<file path="src/hdl/pcie_rx_pkg.sv">
`default_nettype none

package pcie_rx_pkg;

localparam int NB_PKT_QUEUES = 8;
localparam int NB_DSC_QUEUES = 4;
localparam int RB_AWIDTH     = 10;
localparam int REG_WIDTH     = 32;
localparam int MMIO_AWIDTH   = 12;

typedef logic [$clog2(NB_PKT_QUEUES)-1:0] pkt_qid_t;
typedef logic [$clog2(NB_DSC_QUEUES)-1:0] dsc_qid_t;
typedef logic [RB_AWIDTH-1:0]             rb_ptr_t;
// One bit wider than a pointer so that a full 1024-entry ring can be described.
typedef logic [RB_AWIDTH:0]               rb_size_t;
typedef logic [5:0]                       flit_cnt_t;
typedef logic [REG_WIDTH-1:0]             reg_t;
typedef logic [MMIO_AWIDTH-1:0]           mmio_addr_t;

localparam rb_size_t PKT_RB_SIZE_RESET = rb_size_t'(256);
localparam rb_size_t DSC_RB_SIZE_RESET = rb_size_t'(16);

// Register map, in 32-bit words.
localparam mmio_addr_t REG_CTRL         = mmio_addr_t'(0);
localparam mmio_addr_t REG_PKT_RB_SIZE  = mmio_addr_t'(1);
localparam mmio_addr_t REG_DSC_RB_SIZE  = mmio_addr_t'(2);
localparam mmio_addr_t REG_PKT_FULL_CNT = mmio_addr_t'(3);
localparam mmio_addr_t REG_DSC_FULL_CNT = mmio_addr_t'(4);
localparam mmio_addr_t REG_HEAD_UPD_CNT = mmio_addr_t'(5);
// Queue q owns base+2q (tail) and base+2q+1 (head) in each region.
localparam mmio_addr_t PKT_Q_BASE       = mmio_addr_t'(256);
localparam mmio_addr_t DSC_Q_BASE       = mmio_addr_t'(512);

// Free entries in a ring. One slot always stays empty to tell full from empty.
function automatic rb_size_t rb_free(rb_ptr_t head, rb_ptr_t tail, rb_size_t size);
    rb_size_t free_space;
    if (head > tail) begin
        free_space = rb_size_t'(head) - rb_size_t'(tail) - rb_size_t'(1);
    end else begin
        free_space = size + rb_size_t'(head) - rb_size_t'(tail) - rb_size_t'(1);
    end
    return free_space;
endfunction

function automatic rb_ptr_t rb_advance(rb_ptr_t tail, rb_size_t demand, rb_size_t size);
    rb_size_t next_tail;
    next_tail = rb_size_t'(tail) + demand;
    if (next_tail >= size) begin
        next_tail = next_tail - size;
    end
    return rb_ptr_t'(next_tail);
endfunction

endpackage

`default_nettype wire

</file>
<file path="src/hdl/dsc_queue_manager.sv">
`timescale 1ns/1ps
`default_nettype none

module dsc_queue_manager (
    input  logic                       pcie_clk,
    input  logic                       pcie_reset_n,

    input  var pcie_rx_pkg::pkt_qid_t  mid_pkt_qid,
    input  var pcie_rx_pkg::rb_ptr_t   mid_pkt_ptr,
    input  var pcie_rx_pkg::dsc_qid_t  mid_dsc_qid,
    input  var pcie_rx_pkg::flit_cnt_t mid_size,
    input  logic                       mid_valid,
    output logic                       mid_ready,

    output pcie_rx_pkg::pkt_qid_t      out_pkt_qid,
    output pcie_rx_pkg::rb_ptr_t       out_pkt_ptr,
    output pcie_rx_pkg::dsc_qid_t      out_dsc_qid,
    output pcie_rx_pkg::rb_ptr_t       out_dsc_ptr,
    output pcie_rx_pkg::flit_cnt_t     out_size,
    output logic                       out_valid,
    input  logic                       out_ready,

    input  var pcie_rx_pkg::rb_size_t  dsc_rb_size,
    input  logic                       dsc_head_wr,
    input  var pcie_rx_pkg::dsc_qid_t  dsc_head_idx,
    input  var pcie_rx_pkg::rb_ptr_t   dsc_head_data,
    input  var pcie_rx_pkg::dsc_qid_t  dsc_rd_idx,
    output pcie_rx_pkg::rb_ptr_t       dsc_rd_tail,
    output pcie_rx_pkg::rb_ptr_t       dsc_rd_head,
    output pcie_rx_pkg::reg_t          dsc_full_cnt
);

import pcie_rx_pkg::*;

rb_ptr_t  tails [NB_DSC_QUEUES];
rb_ptr_t  heads [NB_DSC_QUEUES];

logic     mid_fire;
logic     fits;
rb_ptr_t  cur_tail;
rb_size_t free_space;

assign mid_ready  = !out_valid || out_ready;
assign mid_fire   = mid_valid && mid_ready;
assign cur_tail   = tails[mid_dsc_qid];
assign free_space = rb_free(heads[mid_dsc_qid], cur_tail, dsc_rb_size);
// Every packet takes exactly one descriptor slot.
assign fits       = free_space != '0;

assign dsc_rd_tail = tails[dsc_rd_idx];
assign dsc_rd_head = heads[dsc_rd_idx];

always_ff @(posedge pcie_clk) begin
    if (!pcie_reset_n) begin
        out_valid    <= 1'b0;
        dsc_full_cnt <= '0;
        for (int q = 0; q < NB_DSC_QUEUES; q++) begin
            tails[q] <= '0;
            heads[q] <= '0;
        end
    end else begin
        if (mid_ready) begin
            out_valid <= mid_fire && fits;
        end
        if (mid_fire) begin
            if (fits) begin
                tails[mid_dsc_qid] <= rb_advance(cur_tail, rb_size_t'(1), dsc_rb_size);
            end else begin
                dsc_full_cnt <= dsc_full_cnt + 1'b1;
            end
        end
        if (dsc_head_wr) begin
            heads[dsc_head_idx] <= dsc_head_data;
        end
    end
end

always_ff @(posedge pcie_clk) begin
    if (mid_fire && fits) begin
        out_pkt_qid <= mid_pkt_qid;
        out_pkt_ptr <= mid_pkt_ptr;
        out_dsc_qid <= mid_dsc_qid;
        out_dsc_ptr <= cur_tail;
        out_size    <= mid_size;
    end
end

a_out_stable: assert property (
    @(posedge pcie_clk) disable iff (!pcie_reset_n)
    (out_valid && !out_ready) |=>
        (out_valid && $stable({out_pkt_qid, out_pkt_ptr, out_dsc_qid, out_dsc_ptr, out_size}))
) else $error("Descriptor output changed while stalled");

endmodule

`default_nettype wire

</file>
<file path="src/hdl/mmio_regs.sv">
`timescale 1ns/1ps
`default_nettype none

module mmio_regs (
    input  logic                        pcie_clk,
    input  logic                        pcie_reset_n,

    input  var pcie_rx_pkg::mmio_addr_t mmio_address,
    input  logic                        mmio_write,
    input  var pcie_rx_pkg::reg_t       mmio_writedata,
    input  logic                        mmio_read,
    output pcie_rx_pkg::reg_t           mmio_readdata,
    output logic                        mmio_readdata_valid,

    output logic                        rx_disable,
    output pcie_rx_pkg::rb_size_t       pkt_rb_size,
    output pcie_rx_pkg::rb_size_t       dsc_rb_size,

    output logic                        pkt_head_wr,
    output logic                        dsc_head_wr,
    output pcie_rx_pkg::pkt_qid_t       pkt_head_idx,
    output pcie_rx_pkg::dsc_qid_t       dsc_head_idx,
    output pcie_rx_pkg::rb_ptr_t        pkt_head_data,
    output pcie_rx_pkg::rb_ptr_t        dsc_head_data,

    output pcie_rx_pkg::pkt_qid_t       pkt_rd_idx,
    output pcie_rx_pkg::dsc_qid_t       dsc_rd_idx,
    input  var pcie_rx_pkg::rb_ptr_t    pkt_rd_tail,
    input  var pcie_rx_pkg::rb_ptr_t    pkt_rd_head,
    input  var pcie_rx_pkg::rb_ptr_t    dsc_rd_tail,
    input  var pcie_rx_pkg::rb_ptr_t    dsc_rd_head,
    input  var pcie_rx_pkg::reg_t       pkt_full_cnt,
    input  var pcie_rx_pkg::reg_t       dsc_full_cnt
);

import pcie_rx_pkg::*;

mmio_addr_t pkt_off;
mmio_addr_t dsc_off;
logic       pkt_hit;
logic       dsc_hit;
reg_t       head_upd_cnt;
reg_t       rd_data;

// Offsets wrap for addresses below a base, so one compare per region is enough.
assign pkt_off = mmio_address - PKT_Q_BASE;
assign dsc_off = mmio_address - DSC_Q_BASE;
assign pkt_hit = pkt_off < mmio_addr_t'(2 * NB_PKT_QUEUES);
assign dsc_hit = dsc_off < mmio_addr_t'(2 * NB_DSC_QUEUES);

// Bit 0 of the offset picks head over tail, the bits above it pick the queue.
assign pkt_rd_idx   = pkt_off[1 +: $bits(pkt_qid_t)];
assign dsc_rd_idx   = dsc_off[1 +: $bits(dsc_qid_t)];
assign pkt_head_idx = pkt_off[1 +: $bits(pkt_qid_t)];
assign dsc_head_idx = dsc_off[1 +: $bits(dsc_qid_t)];

assign pkt_head_wr   = mmio_write && pkt_hit && pkt_off[0];
assign dsc_head_wr   = mmio_write && dsc_hit && dsc_off[0];
assign pkt_head_data = rb_ptr_t'(mmio_writedata);
assign dsc_head_data = rb_ptr_t'(mmio_writedata);

always_comb begin
    rd_data = '0;
    if (pkt_hit) begin
        rd_data = pkt_off[0] ? reg_t'(pkt_rd_head) : reg_t'(pkt_rd_tail);
    end else if (dsc_hit) begin
        rd_data = dsc_off[0] ? reg_t'(dsc_rd_head) : reg_t'(dsc_rd_tail);
    end else begin
        case (mmio_address)
            REG_CTRL:         rd_data = reg_t'(rx_disable);
            REG_PKT_RB_SIZE:  rd_data = reg_t'(pkt_rb_size);
            REG_DSC_RB_SIZE:  rd_data = reg_t'(dsc_rb_size);
            REG_PKT_FULL_CNT: rd_data = pkt_full_cnt;
            REG_DSC_FULL_CNT: rd_data = dsc_full_cnt;
            REG_HEAD_UPD_CNT: rd_data = head_upd_cnt;
            default:          rd_data = '0;
        endcase
    end
end

always_ff @(posedge pcie_clk) begin
    if (!pcie_reset_n) begin
        rx_disable          <= 1'b0;
        pkt_rb_size         <= PKT_RB_SIZE_RESET;
        dsc_rb_size         <= DSC_RB_SIZE_RESET;
        head_upd_cnt        <= '0;
        mmio_readdata_valid <= 1'b0;
    end else begin
        mmio_readdata_valid <= mmio_read;
        if (mmio_write) begin
            case (mmio_address)
                REG_CTRL:        rx_disable <= mmio_writedata[0];
                REG_PKT_RB_SIZE: pkt_rb_size <= rb_size_t'(mmio_writedata);
                REG_DSC_RB_SIZE: dsc_rb_size <= rb_size_t'(mmio_writedata);
                default:         ;
            endcase
        end
        // Counts head writes to both packet and descriptor rings.
        if (pkt_head_wr || dsc_head_wr) begin
            head_upd_cnt <= head_upd_cnt + 1'b1;
        end
    end
end

always_ff @(posedge pcie_clk) begin
    if (mmio_read) begin
        mmio_readdata <= rd_data;
    end
end

a_no_read_write: assert property (
    @(posedge pcie_clk) disable iff (!pcie_reset_n)
    !(mmio_read && mmio_write)
) else $error("MMIO read and write issued in the same cycle");

endmodule

`default_nettype wire

</file>
<file path="src/hdl/pcie_rx_top.sv">
`timescale 1ns/1ps
`default_nettype none

module pcie_rx_top (
    input  logic                        pcie_clk,
    input  logic                        pcie_reset_n,

    // Metadata stream from the packet buffer side.
    input  var pcie_rx_pkg::pkt_qid_t   in_pkt_qid,
    input  var pcie_rx_pkg::dsc_qid_t   in_dsc_qid,
    input  var pcie_rx_pkg::flit_cnt_t  in_size,
    input  logic                        in_valid,
    output logic                        in_ready,

    // Descriptor stream with both ring positions.
    output pcie_rx_pkg::pkt_qid_t       out_pkt_qid,
    output pcie_rx_pkg::rb_ptr_t        out_pkt_ptr,
    output pcie_rx_pkg::dsc_qid_t       out_dsc_qid,
    output pcie_rx_pkg::rb_ptr_t        out_dsc_ptr,
    output pcie_rx_pkg::flit_cnt_t      out_size,
    output logic                        out_valid,
    input  logic                        out_ready,

    input  var pcie_rx_pkg::mmio_addr_t mmio_address,
    input  logic                        mmio_write,
    input  var pcie_rx_pkg::reg_t       mmio_writedata,
    input  logic                        mmio_read,
    output pcie_rx_pkg::reg_t           mmio_readdata,
    output logic                        mmio_readdata_valid
);

import pcie_rx_pkg::*;

pkt_qid_t  mid_pkt_qid;
rb_ptr_t   mid_pkt_ptr;
dsc_qid_t  mid_dsc_qid;
flit_cnt_t mid_size;
logic      mid_valid;
logic      mid_ready;

logic      rx_disable;
rb_size_t  pkt_rb_size;
rb_size_t  dsc_rb_size;

logic      pkt_head_wr;
pkt_qid_t  pkt_head_idx;
rb_ptr_t   pkt_head_data;
logic      dsc_head_wr;
dsc_qid_t  dsc_head_idx;
rb_ptr_t   dsc_head_data;

pkt_qid_t  pkt_rd_idx;
rb_ptr_t   pkt_rd_tail;
rb_ptr_t   pkt_rd_head;
reg_t      pkt_full_cnt;
dsc_qid_t  dsc_rd_idx;
rb_ptr_t   dsc_rd_tail;
rb_ptr_t   dsc_rd_head;
reg_t      dsc_full_cnt;

mmio_regs mmio_regs_inst (
    .pcie_clk            (pcie_clk),
    .pcie_reset_n        (pcie_reset_n),
    .mmio_address        (mmio_address),
    .mmio_write          (mmio_write),
    .mmio_writedata      (mmio_writedata),
    .mmio_read           (mmio_read),
    .mmio_readdata       (mmio_readdata),
    .mmio_readdata_valid (mmio_readdata_valid),
    .rx_disable          (rx_disable),
    .pkt_rb_size         (pkt_rb_size),
    .dsc_rb_size         (dsc_rb_size),
    .pkt_head_wr         (pkt_head_wr),
    .dsc_head_wr         (dsc_head_wr),
    .pkt_head_idx        (pkt_head_idx),
    .dsc_head_idx        (dsc_head_idx),
    .pkt_head_data       (pkt_head_data),
    .dsc_head_data       (dsc_head_data),
    .pkt_rd_idx          (pkt_rd_idx),
    .dsc_rd_idx          (dsc_rd_idx),
    .pkt_rd_tail         (pkt_rd_tail),
    .pkt_rd_head         (pkt_rd_head),
    .dsc_rd_tail         (dsc_rd_tail),
    .dsc_rd_head         (dsc_rd_head),
    .pkt_full_cnt        (pkt_full_cnt),
    .dsc_full_cnt        (dsc_full_cnt)
);

pkt_queue_manager pkt_queue_manager_inst (
    .pcie_clk      (pcie_clk),
    .pcie_reset_n  (pcie_reset_n),
    .in_pkt_qid    (in_pkt_qid),
    .in_dsc_qid    (in_dsc_qid),
    .in_size       (in_size),
    .in_valid      (in_valid),
    .in_ready      (in_ready),
    .mid_pkt_qid   (mid_pkt_qid),
    .mid_pkt_ptr   (mid_pkt_ptr),
    .mid_dsc_qid   (mid_dsc_qid),
    .mid_size      (mid_size),
    .mid_valid     (mid_valid),
    .mid_ready     (mid_ready),
    .rx_disable    (rx_disable),
    .pkt_rb_size   (pkt_rb_size),
    .pkt_head_wr   (pkt_head_wr),
    .pkt_head_idx  (pkt_head_idx),
    .pkt_head_data (pkt_head_data),
    .pkt_rd_idx    (pkt_rd_idx),
    .pkt_rd_tail   (pkt_rd_tail),
    .pkt_rd_head   (pkt_rd_head),
    .pkt_full_cnt  (pkt_full_cnt)
);

dsc_queue_manager dsc_queue_manager_inst (
    .pcie_clk      (pcie_clk),
    .pcie_reset_n  (pcie_reset_n),
    .mid_pkt_qid   (mid_pkt_qid),
    .mid_pkt_ptr   (mid_pkt_ptr),
    .mid_dsc_qid   (mid_dsc_qid),
    .mid_size      (mid_size),
    .mid_valid     (mid_valid),
    .mid_ready     (mid_ready),
    .out_pkt_qid   (out_pkt_qid),
    .out_pkt_ptr   (out_pkt_ptr),
    .out_dsc_qid   (out_dsc_qid),
    .out_dsc_ptr   (out_dsc_ptr),
    .out_size      (out_size),
    .out_valid     (out_valid),
    .out_ready     (out_ready),
    .dsc_rb_size   (dsc_rb_size),
    .dsc_head_wr   (dsc_head_wr),
    .dsc_head_idx  (dsc_head_idx),
    .dsc_head_data (dsc_head_data),
    .dsc_rd_idx    (dsc_rd_idx),
    .dsc_rd_tail   (dsc_rd_tail),
    .dsc_rd_head   (dsc_rd_head),
    .dsc_full_cnt  (dsc_full_cnt)
);

endmodule

`default_nettype wire

</file>
<file path="src/hdl/pkt_queue_manager.sv">
`timescale 1ns/1ps
`default_nettype none

module pkt_queue_manager (
    input  logic                       pcie_clk,
    input  logic                       pcie_reset_n,

    input  var pcie_rx_pkg::pkt_qid_t  in_pkt_qid,
    input  var pcie_rx_pkg::dsc_qid_t  in_dsc_qid,
    input  var pcie_rx_pkg::flit_cnt_t in_size,
    input  logic                       in_valid,
    output logic                       in_ready,

    output pcie_rx_pkg::pkt_qid_t      mid_pkt_qid,
    output pcie_rx_pkg::rb_ptr_t       mid_pkt_ptr,
    output pcie_rx_pkg::dsc_qid_t      mid_dsc_qid,
    output pcie_rx_pkg::flit_cnt_t     mid_size,
    output logic                       mid_valid,
    input  logic                       mid_ready,

    input  logic                       rx_disable,
    input  var pcie_rx_pkg::rb_size_t  pkt_rb_size,
    input  logic                       pkt_head_wr,
    input  var pcie_rx_pkg::pkt_qid_t  pkt_head_idx,
    input  var pcie_rx_pkg::rb_ptr_t   pkt_head_data,
    input  var pcie_rx_pkg::pkt_qid_t  pkt_rd_idx,
    output pcie_rx_pkg::rb_ptr_t       pkt_rd_tail,
    output pcie_rx_pkg::rb_ptr_t       pkt_rd_head,
    output pcie_rx_pkg::reg_t          pkt_full_cnt
);

import pcie_rx_pkg::*;

rb_ptr_t  tails [NB_PKT_QUEUES];
rb_ptr_t  heads [NB_PKT_QUEUES];

logic     running;
logic     in_fire;
logic     fits;
rb_ptr_t  cur_tail;
rb_size_t free_space;

// Stays low through reset and rises on the first edge after it.
assign in_ready   = running && !rx_disable && (!mid_valid || mid_ready);
assign in_fire    = in_valid && in_ready;
assign cur_tail   = tails[in_pkt_qid];
assign free_space = rb_free(heads[in_pkt_qid], cur_tail, pkt_rb_size);
assign fits       = rb_size_t'(in_size) <= free_space;

assign pkt_rd_tail = tails[pkt_rd_idx];
assign pkt_rd_head = heads[pkt_rd_idx];

always_ff @(posedge pcie_clk) begin
    if (!pcie_reset_n) begin
        running      <= 1'b0;
        mid_valid    <= 1'b0;
        pkt_full_cnt <= '0;
        for (int q = 0; q < NB_PKT_QUEUES; q++) begin
            tails[q] <= '0;
            heads[q] <= '0;
        end
    end else begin
        running <= 1'b1;
        if (!mid_valid || mid_ready) begin
            mid_valid <= in_fire && fits;
        end
        if (in_fire) begin
            if (fits) begin
                tails[in_pkt_qid] <= rb_advance(cur_tail, rb_size_t'(in_size), pkt_rb_size);
            end else begin
                pkt_full_cnt <= pkt_full_cnt + 1'b1;
            end
        end
        if (pkt_head_wr) begin
            heads[pkt_head_idx] <= pkt_head_data;
        end
    end
end

// The packet lands at the old tail of its flow.
always_ff @(posedge pcie_clk) begin
    if (in_fire && fits) begin
        mid_pkt_qid <= in_pkt_qid;
        mid_pkt_ptr <= cur_tail;
        mid_dsc_qid <= in_dsc_qid;
        mid_size    <= in_size;
    end
end

a_in_size_nonzero: assert property (
    @(posedge pcie_clk) disable iff (!pcie_reset_n)
    in_valid |-> (in_size != '0)
) else $error("Metadata item with a size of zero flits");

a_mid_stable: assert property (
    @(posedge pcie_clk) disable iff (!pcie_reset_n)
    (mid_valid && !mid_ready) |=>
        (mid_valid && $stable({mid_pkt_qid, mid_pkt_ptr, mid_dsc_qid, mid_size}))
) else $error("Stage one changed its item while stalled");

endmodule

`default_nettype wire

</file>
<file path="config.mk">
export PLATFORM = sky130hd
export DESIGN_NAME = pcie_rx_top
export DESIGN_NICKNAME = d
export VERILOG_FILES = /design/src/hdl/pcie_rx_pkg.sv /design/src/hdl/dsc_queue_manager.sv /design/src/hdl/mmio_regs.sv /design/src/hdl/pcie_rx_top.sv /design/src/hdl/pkt_queue_manager.sv
export SDC_FILE = /design/constraint.sdc
export NUM_CORES = 1
export LEC_CHECK = 0
export BUFFER_PORTS_ARGS = -buffer_cell sky130_fd_sc_hd__clkbuf_2
export CORE_ASPECT_RATIO = 0.75
export CORE_MARGIN = 4
export CORE_UTILIZATION = 50
export CTS_CLUSTER_DIAMETER = 40
export DETAILED_ROUTE_END_ITERATION = 7
export GPL_TIMING_DRIVEN = 0
export PLACE_DENSITY_LB_ADDON = 0.12
export SLEW_MARGIN = 20
export SYNTH_ARGS = -nofsm -noshare
export SYNTH_HDL_FRONTEND = slang
export SYNTH_SLANG_ARGS = --single-unit
</file>
<file path="constraint.sdc">
create_clock -name pcie_clk -period 18.6 [get_ports pcie_clk]
set_clock_uncertainty 0.05 [all_clocks]
set_input_delay 0.93 -clock pcie_clk [delete_from_list [all_inputs] [get_ports pcie_clk]]
set_output_delay 0.93 -clock pcie_clk [all_outputs]
set_load 0.03 [all_outputs]
</file>
---- Word-level counts from Yosys, hierarchy flattened ----
Memories as Yosys holds them, arrays and structs flattened. A register that Yosys moved wholly into a read port is not among the register bits.
Index checks and enable logic that the tools add are counted.
storage, ports and cells
  memory bits (writable) .................. 240
  register bits ........................... 207
  input port bits ......................... 61
  memories kept ........................... 4
operators by class
  reduce and logical (&&, ||, !) cells .... 27
  bitwise gates (word level) .............. 2
  eq/ne operators ......................... 5
  multiplexer cells ....................... 45
  order comparisons ....................... 7
  $add $sub $neg .......................... 19
memory list
  name                          depth  bits a word  rd ports  clocked after Yosys merged registers in  wr ports  RTL line                 RTL
  pkt_queue_manager_inst.heads  8      10           2         0                                        8         pkt_queue_manager.sv:35  rb_ptr_t heads [NB_PKT_QUEUES];
  pkt_queue_manager_inst.tails  8      10           2         0                                        8         pkt_queue_manager.sv:34  rb_ptr_t tails [NB_PKT_QUEUES];
  dsc_queue_manager_inst.heads  4      10           2         1                                        4         dsc_queue_manager.sv:36  rb_ptr_t heads [NB_DSC_QUEUES];
  dsc_queue_manager_inst.tails  4      10           2         1                                        4         dsc_queue_manager.sv:35  rb_ptr_t tails [NB_DSC_QUEUES];
operator list
  kind                                                         count
  one-hot mux 32 bit (6 select lines)                          1
  2-to-1 mux 10 bit                                            14
  adder 32 x 1 -> 32 bit, second input constant                3
  2-to-1 mux 32 bit                                            2
  subtractor 11 x 1 -> 11 bit, second input constant           4
  OR reduction 10 bit                                          4
  equality test 12 x 2 -> 1 bit, second input constant         2
  equality test 12 x 3 -> 1 bit, second input constant         2
  adder 11 x 10 -> 11 bit                                      2
  >= comparator 11 bit                                         2
  2-to-1 mux 11 bit                                            2
  subtractor 10 x 10 -> 11 bit                                 2
  subtractor 11 x 10 -> 11 bit                                 2
  > comparator 10 bit                                          2
  2-to-1 mux 1 bit                                             20
  subtractor 10 bit                                            2
  equality test 12 x 1 -> 1 bit, second input constant         1
  logical NOT 12 bit                                           1
  less-than comparator 12 x 4 -> 1 bit, second input constant  1
  less-than comparator 12 x 5 -> 1 bit, second input constant  1
  subtractor 12 x 10 -> 12 bit, second input constant          1
  subtractor 12 x 9 -> 12 bit, second input constant           1
  adder 10 x 1 -> 11 bit, second input constant                1
  adder 10 x 6 -> 11 bit                                       1
  other kinds (9)                                              31

---- Depth between registers and ports, before layout ----
An unclocked memory read counts as a cell.
  word-level depth ........................ 12
  gate-level depth with buffers ........... 29

---- By module ----
From an unflattened synthesis, not the netlist that was laid out.
second synthesis, totals
  cell total of the unflattened synthesis .. 2436
  area, all modules ....................... 26713.1 um^2
by module, submodules not included
  module             times used  area an instance (um^2)  cells each  sequential area each (um^2)
  pkt_queue_manager  1           12831.1                  1141        6115.9
  dsc_queue_manager  1           8742.1                   770         3993.8
  mmio_regs          1           5139.9                   525         2082.0

---- Least setup slack after synthesis ----
No wires, ideal clock.
  path type ............................... in2reg
  start point ............................. input in_pkt_qid[1]
  end point ............................... memory pkt_queue_manager_inst.tails[6][0] (netlist bit), enable pin
  library setup time ...................... 0.393 ns
  path slack .............................. 11.603 ns
  data arrival time ....................... 6.554 ns
  buffers on the path ..................... 7
  cell stages on the path ................. 26
  path through ............................ clkbuf_1 -> clkbuf_1 -> nor3b_1 -> clkbuf_1 -> clkbuf_1 -> a22oi_1 -> and4_1 -> ha_1 -> buf_2 -> a21oi_1 -> o211ai_1 -> a311oi_1 -> a21oi_2 -> clkbuf_1 -> nor3_1 -> a21oi_1 -> ha_1 -> a21o_1 -> a21oi_1 -> o21ai_0 -> o21a_1 -> o311ai_2 -> a21o_1 -> buf_2 -> nand2_1 -> o31ai_1
RTL lines
  element             RTL line                 RTL
  start: declaration  pcie_rx_top.sv:9         input var pcie_rx_pkg::pkt_qid_t in_pkt_qid,
  end: declaration    pkt_queue_manager.sv:34

---- Final worst setup path ----
  start point ............................. input in_pkt_qid[1]
  end point ............................... register pkt_queue_manager_inst.mid_pkt_qid[1], enable pin
on the way
  longest elaborated chain between the ends .. 7
  elaborated cells between the ends (all ways) .. 11
  those cells by class .................... add/sub: 5; order compare: 2; mux: 1; reduce/logical: 1; memory: 2
RTL lines
  element                                       RTL line                 RTL
  memory read (8 x 10 bit)                      -
  adder 11 x 10 -> 11 bit                       pcie_rx_pkg.sv:40        free_space = size + rb_size_t'(head) - rb_size_t'(tail) - rb_size_t'(1);
  subtractor 11 x 10 -> 11 bit                  pcie_rx_pkg.sv:40
  subtractor 11 x 1 -> 11 bit                   pcie_rx_pkg.sv:40
  2-to-1 mux 11 bit (*)                         pcie_rx_pkg.sv:37        if (head > tail) begin
  less-or-equal comparator 6 x 11 -> 1 bit (*)  pkt_queue_manager.sv:48  assign fits = rb_size_t'(in_size) <= free_space;
  logical AND 1 bit (*)                         pkt_queue_manager.sv:82  if (in_fire && fits) begin
  end signal: assignment                        pkt_queue_manager.sv:83  mid_pkt_qid <= in_pkt_qid;
  end: declaration                              pkt_queue_manager.sv:14  output pcie_rx_pkg::pkt_qid_t mid_pkt_qid,
Every way passes the cells marked *; elsewhere a longest branch is shown, timed or not.
A chain may end at the register's enable or synchronous reset.

==> flow_metrics.tcl <==
set metrics [dict create \
    status "finished, final reports clean" \
    cts-buffers-inserted 56 \
    viasPerCell 6.41 \
    fillCellCount 4304 \
    critPathMaxFanout 21 \
    path_clk_slew_ns 0.06 \
    whs_path_depth 0 \
    core_um2 50500 \
    overflow 0 \
    fin_nets 2738 \
    yosysUniqueCellTypes 87 \
    worstSetupStartpointType "primary input" \
    cts.sinks 449 \
    dieArea_um2 55000 \
    post-cts-setup-buffers 0 \
    hold_path_class "reg2reg" \
    syn_inst 2399 \
    cts-htree-levels 2 \
    drtIter0Drc 2896 \
    dp_hpwl_mm 63.1 \
    timing.final.ws_setup_ns 9.14 \
    p_total_uw 2880 \
    syn_area_um2 25600 \
    syn_nets 2568 \
    required_ns 18.59 \
    final_max_slew_viol_count 0 \
    r2r-end "pkt_queue_manager_inst.mid_pkt_qid[1]$_DFFE_PN_" \
    vias 21000 \
    p_leak_uw 0.0108 \
    regToRegStartpoint "pkt_queue_manager_inst.tails[6][7]$_SDFFCE_PN0P_" \
    io_pins 127 \
    track_usage_pct 30.3 \
    rr_worst_depth 22 \
    synth-seq-cells 449 \
    ys_warn_count 0 \
    critPathMaxStageDelay_ns 1.04 \
    final_layout_size_suffix_gt1_share_pct 13.9 \
    worst_pin_slew_ns 1.18 \
    cts_tree "built" \
    hold_viol 0 \
    portBuffers 102 \
    peakVddDrop_v 0.0000709 \
    clock_path_buffers 3 \
    wl_per_cell_um 26.0 \
    cellPowerDensity_nw_per_um2 99.2 \
    area_growth_pct 13.4 \
    grt_pass1_wl_mm 126 \
    slowest_stage "clkinv_1" \
    hold_ws_ns 0.357 \
    synth_ff_type "edfxtp_1" \
    grt_max_degree 34 \
    tns_ns 0 \
    setup_viol 0 \
    maxClockFrequency_mhz 106 \
    cp.arrival_ns 9.46 \
    rsz0062_at_grt "no" \
    antenna_found_initial 4 \
    place_congestion 0.976 \
    async_flop_share_pct 0 \
    post-place-ws_ns 9.06 \
    maxSlewHeadroom_pct 21.6 \
    clock_latency_ns 0.64 \
    drtAntennaViolNets 0 \
    drtPass1Iterations 6 \
    row_count 71 \
    hold_end "dsc_queue_manager_inst.out_pkt_ptr[8]$_DFFE_PP_" \
    die_h_um 204 \
    cap_violations 0 \
    cts_hold_buf 0 \
    wl_mm 85.1 \
    start_util_pct 50.8 \
    grt_pass1_vias 20200 \
    synth.avg_cell_area_um2 10.7 \
    ctsResizeCount 0 \
    drc 0 \
    crit_top_cell "clkbuf_1" \
    die-width_um 269 \
    min_period_over_period_pct 50.9 \
    seq_area_frac_synth_pct 47.7 \
    worstHoldStart "pkt_queue_manager_inst.mid_pkt_ptr[8]$_DFFE_PN_" \
    crit_type "in2reg" \
    synth_edf_count 324 \
    clockRootBuffer "clkbuf_16" \
    min_period_ns 9.46 \
    worstSetupEndpointType "flip-flop" \
    rrSetupSlack_ns 11.38 \
]
==> cells by family after synthesis <==
group,share of synthesized area (%)
DFF,47.7
and+or+nand+nor,16.7
adders and majority gates,6.06
xor gates and xnor gates,2.66
muxes,8.47
buffers and inverters,4.53
AOI/OAI and AO/OA,13.9
==> layer usage <==
layer  up-vias  routed length (um)  global-route usage [%]  part of all wire [%]
li1       9336                   -                       -                     -
met1     10200               35200                    42.7                    41
met2      1221               35800                    44.6                    42
met3       210               10400                    8.40                    12
met4         2                3620                    11.7                   4.2
met5         -                  11                       0                 0.013
==> worst max path at each step <==
stage	slack, ns	startpoint	endpoint	depth (start not counted)
after floorplan	11.60	in_pkt_qid[1]	pkt_queue_manager_inst.tails[6][0]$_SDFFCE_PN0P_	26
after global placement	8.27	in_pkt_qid[1]	pkt_queue_manager_inst.tails[7][6]$_SDFFCE_PN0P_	28
after detailed placement	9.06	in_pkt_qid[1]	pkt_queue_manager_inst.mid_pkt_qid[1]$_DFFE_PN_	28
after CTS	9.70	in_pkt_qid[1]	pkt_queue_manager_inst.mid_pkt_qid[1]$_DFFE_PN_	28
after global routing	8.77	in_pkt_qid[1]	pkt_queue_manager_inst.mid_pkt_qid[1]$_DFFE_PN_	27
final	9.14	in_pkt_qid[1]	pkt_queue_manager_inst.mid_pkt_qid[1]$_DFFE_PN_	27
==> cell usage in the layout, fill, tap and decap left out, drive strengths merged, types with 20 or more instances in the layout <==
master and n:
a22oi 77, and4 20, fa 27, mux2i 47, buf 39, nand4 33
and3 56, nand3 70, xor2 22, nand2 144, nand2b 20, nor2b 20
mux4 62, dfxtp 125, inv 179, nor2 196, nor3 44, xnor2 56
o31ai 21, or3 33, o21a 23, a222oi 40, edfxtp 324, ha 81
o21ai 84, a21oi 133, clkbuf 268, mux2 27, and2 113
==> stage by stage <==
step,area (um^2),std cells,utilization [%]
after floorplan,25600,2399,-
after global placement,27000,3158,53.5
after detailed placement,27100,3168,53.8
after CTS,29000,3273,57.6
after global routing,29100,3275,57.6
final,29100,3275,57.6
==> final cells by class <==
class | instances | area, um^2 | share of cell area, %
repair buffers | 112 | 613 | 2.11
plain buffers | 131 | 517 | 1.78
clock buffers | 64 | 1460 | 5.03
clock inverters | 41 | 464 | 1.60
well taps | 657 | 822 | 2.83
flip-flops and latches | 449 | 12200 | 42.1
diodes | 2 | 5.00 | 0.0172
inverters | 172 | 646 | 2.22
multi-input cells | 1647 | 12300 | 42.3
==> power breakdown <==
group / total (uW) / switching, uW / internal, uW
Clock: 1120 / 465 / 659
Combinational: 628 / 401 / 227
Sequential: 1130 / 19.4 / 1110
Total: 2880 / 885 / 2000
==> state kept, by name (all words and copies together) (netlist names), 3 cells and up, named ones only <==
| name | cells |
|---|---|
| dsc_queue_manager_inst.out_dsc_ptr | 10 |
| mmio_regs_inst.mmio_readdata | 32 |
| dsc_queue_manager_inst.out_pkt_qid | 3 |
| dsc_queue_manager_inst.tails | 40 |
| dsc_queue_manager_inst.heads | 40 |
| mmio_regs_inst.head_upd_cnt | 32 |
| pkt_queue_manager_inst.tails | 80 |
| dsc_queue_manager_inst.out_pkt_ptr | 10 |
| pkt_queue_manager_inst.heads | 80 |
| mmio_regs_inst.dsc_rb_size | 11 |
| pkt_queue_manager_inst.pkt_full_cnt | 32 |
| pkt_queue_manager_inst.mid_size | 6 |
| dsc_queue_manager_inst.dsc_full_cnt | 32 |
| pkt_queue_manager_inst.mid_pkt_ptr | 10 |
| mmio_regs_inst.pkt_rb_size | 11 |
| pkt_queue_manager_inst.mid_pkt_qid | 3 |
| dsc_queue_manager_inst.out_size | 6 |
==> cell usage after synthesis (all sizes together) (20+ instances only) <==
cell type | n | area (um^2)
o31ai | 21 | 171
fa | 27 | 541
nor2 | 196 | 736
o21ai | 84 | 428
and4 | 20 | 175
mux4 | 62 | 1400
edfxtp | 324 | 9730
a22oi | 77 | 578
a21oi | 133 | 673
xor2 | 22 | 193
o21a | 23 | 173
xnor2 | 56 | 490
nand2 | 144 | 541
dfxtp | 125 | 2500
clkbuf | 101 | 379
a222oi | 40 | 400
nand3 | 70 | 355
nor3 | 44 | 225
or3 | 33 | 206
and3 | 56 | 355
and2 | 113 | 707
buf | 30 | 136
nand2b | 20 | 125
inv | 171 | 642
nand4 | 33 | 244
ha | 81 | 1010
nor2b | 20 | 125
mux2 | 27 | 304
mux2i | 47 | 470
==> worst max-delay path, delay by kind of cell <==
kind | cells | cell delay [ns]
simple gates | 4 | 1.46
fa+ha+maj | 2 | 0.54
compound gates | 11 | 2.38
buf+inv | 10 | 4.06
No activity file was read; power rests on OpenSTA's default activity.
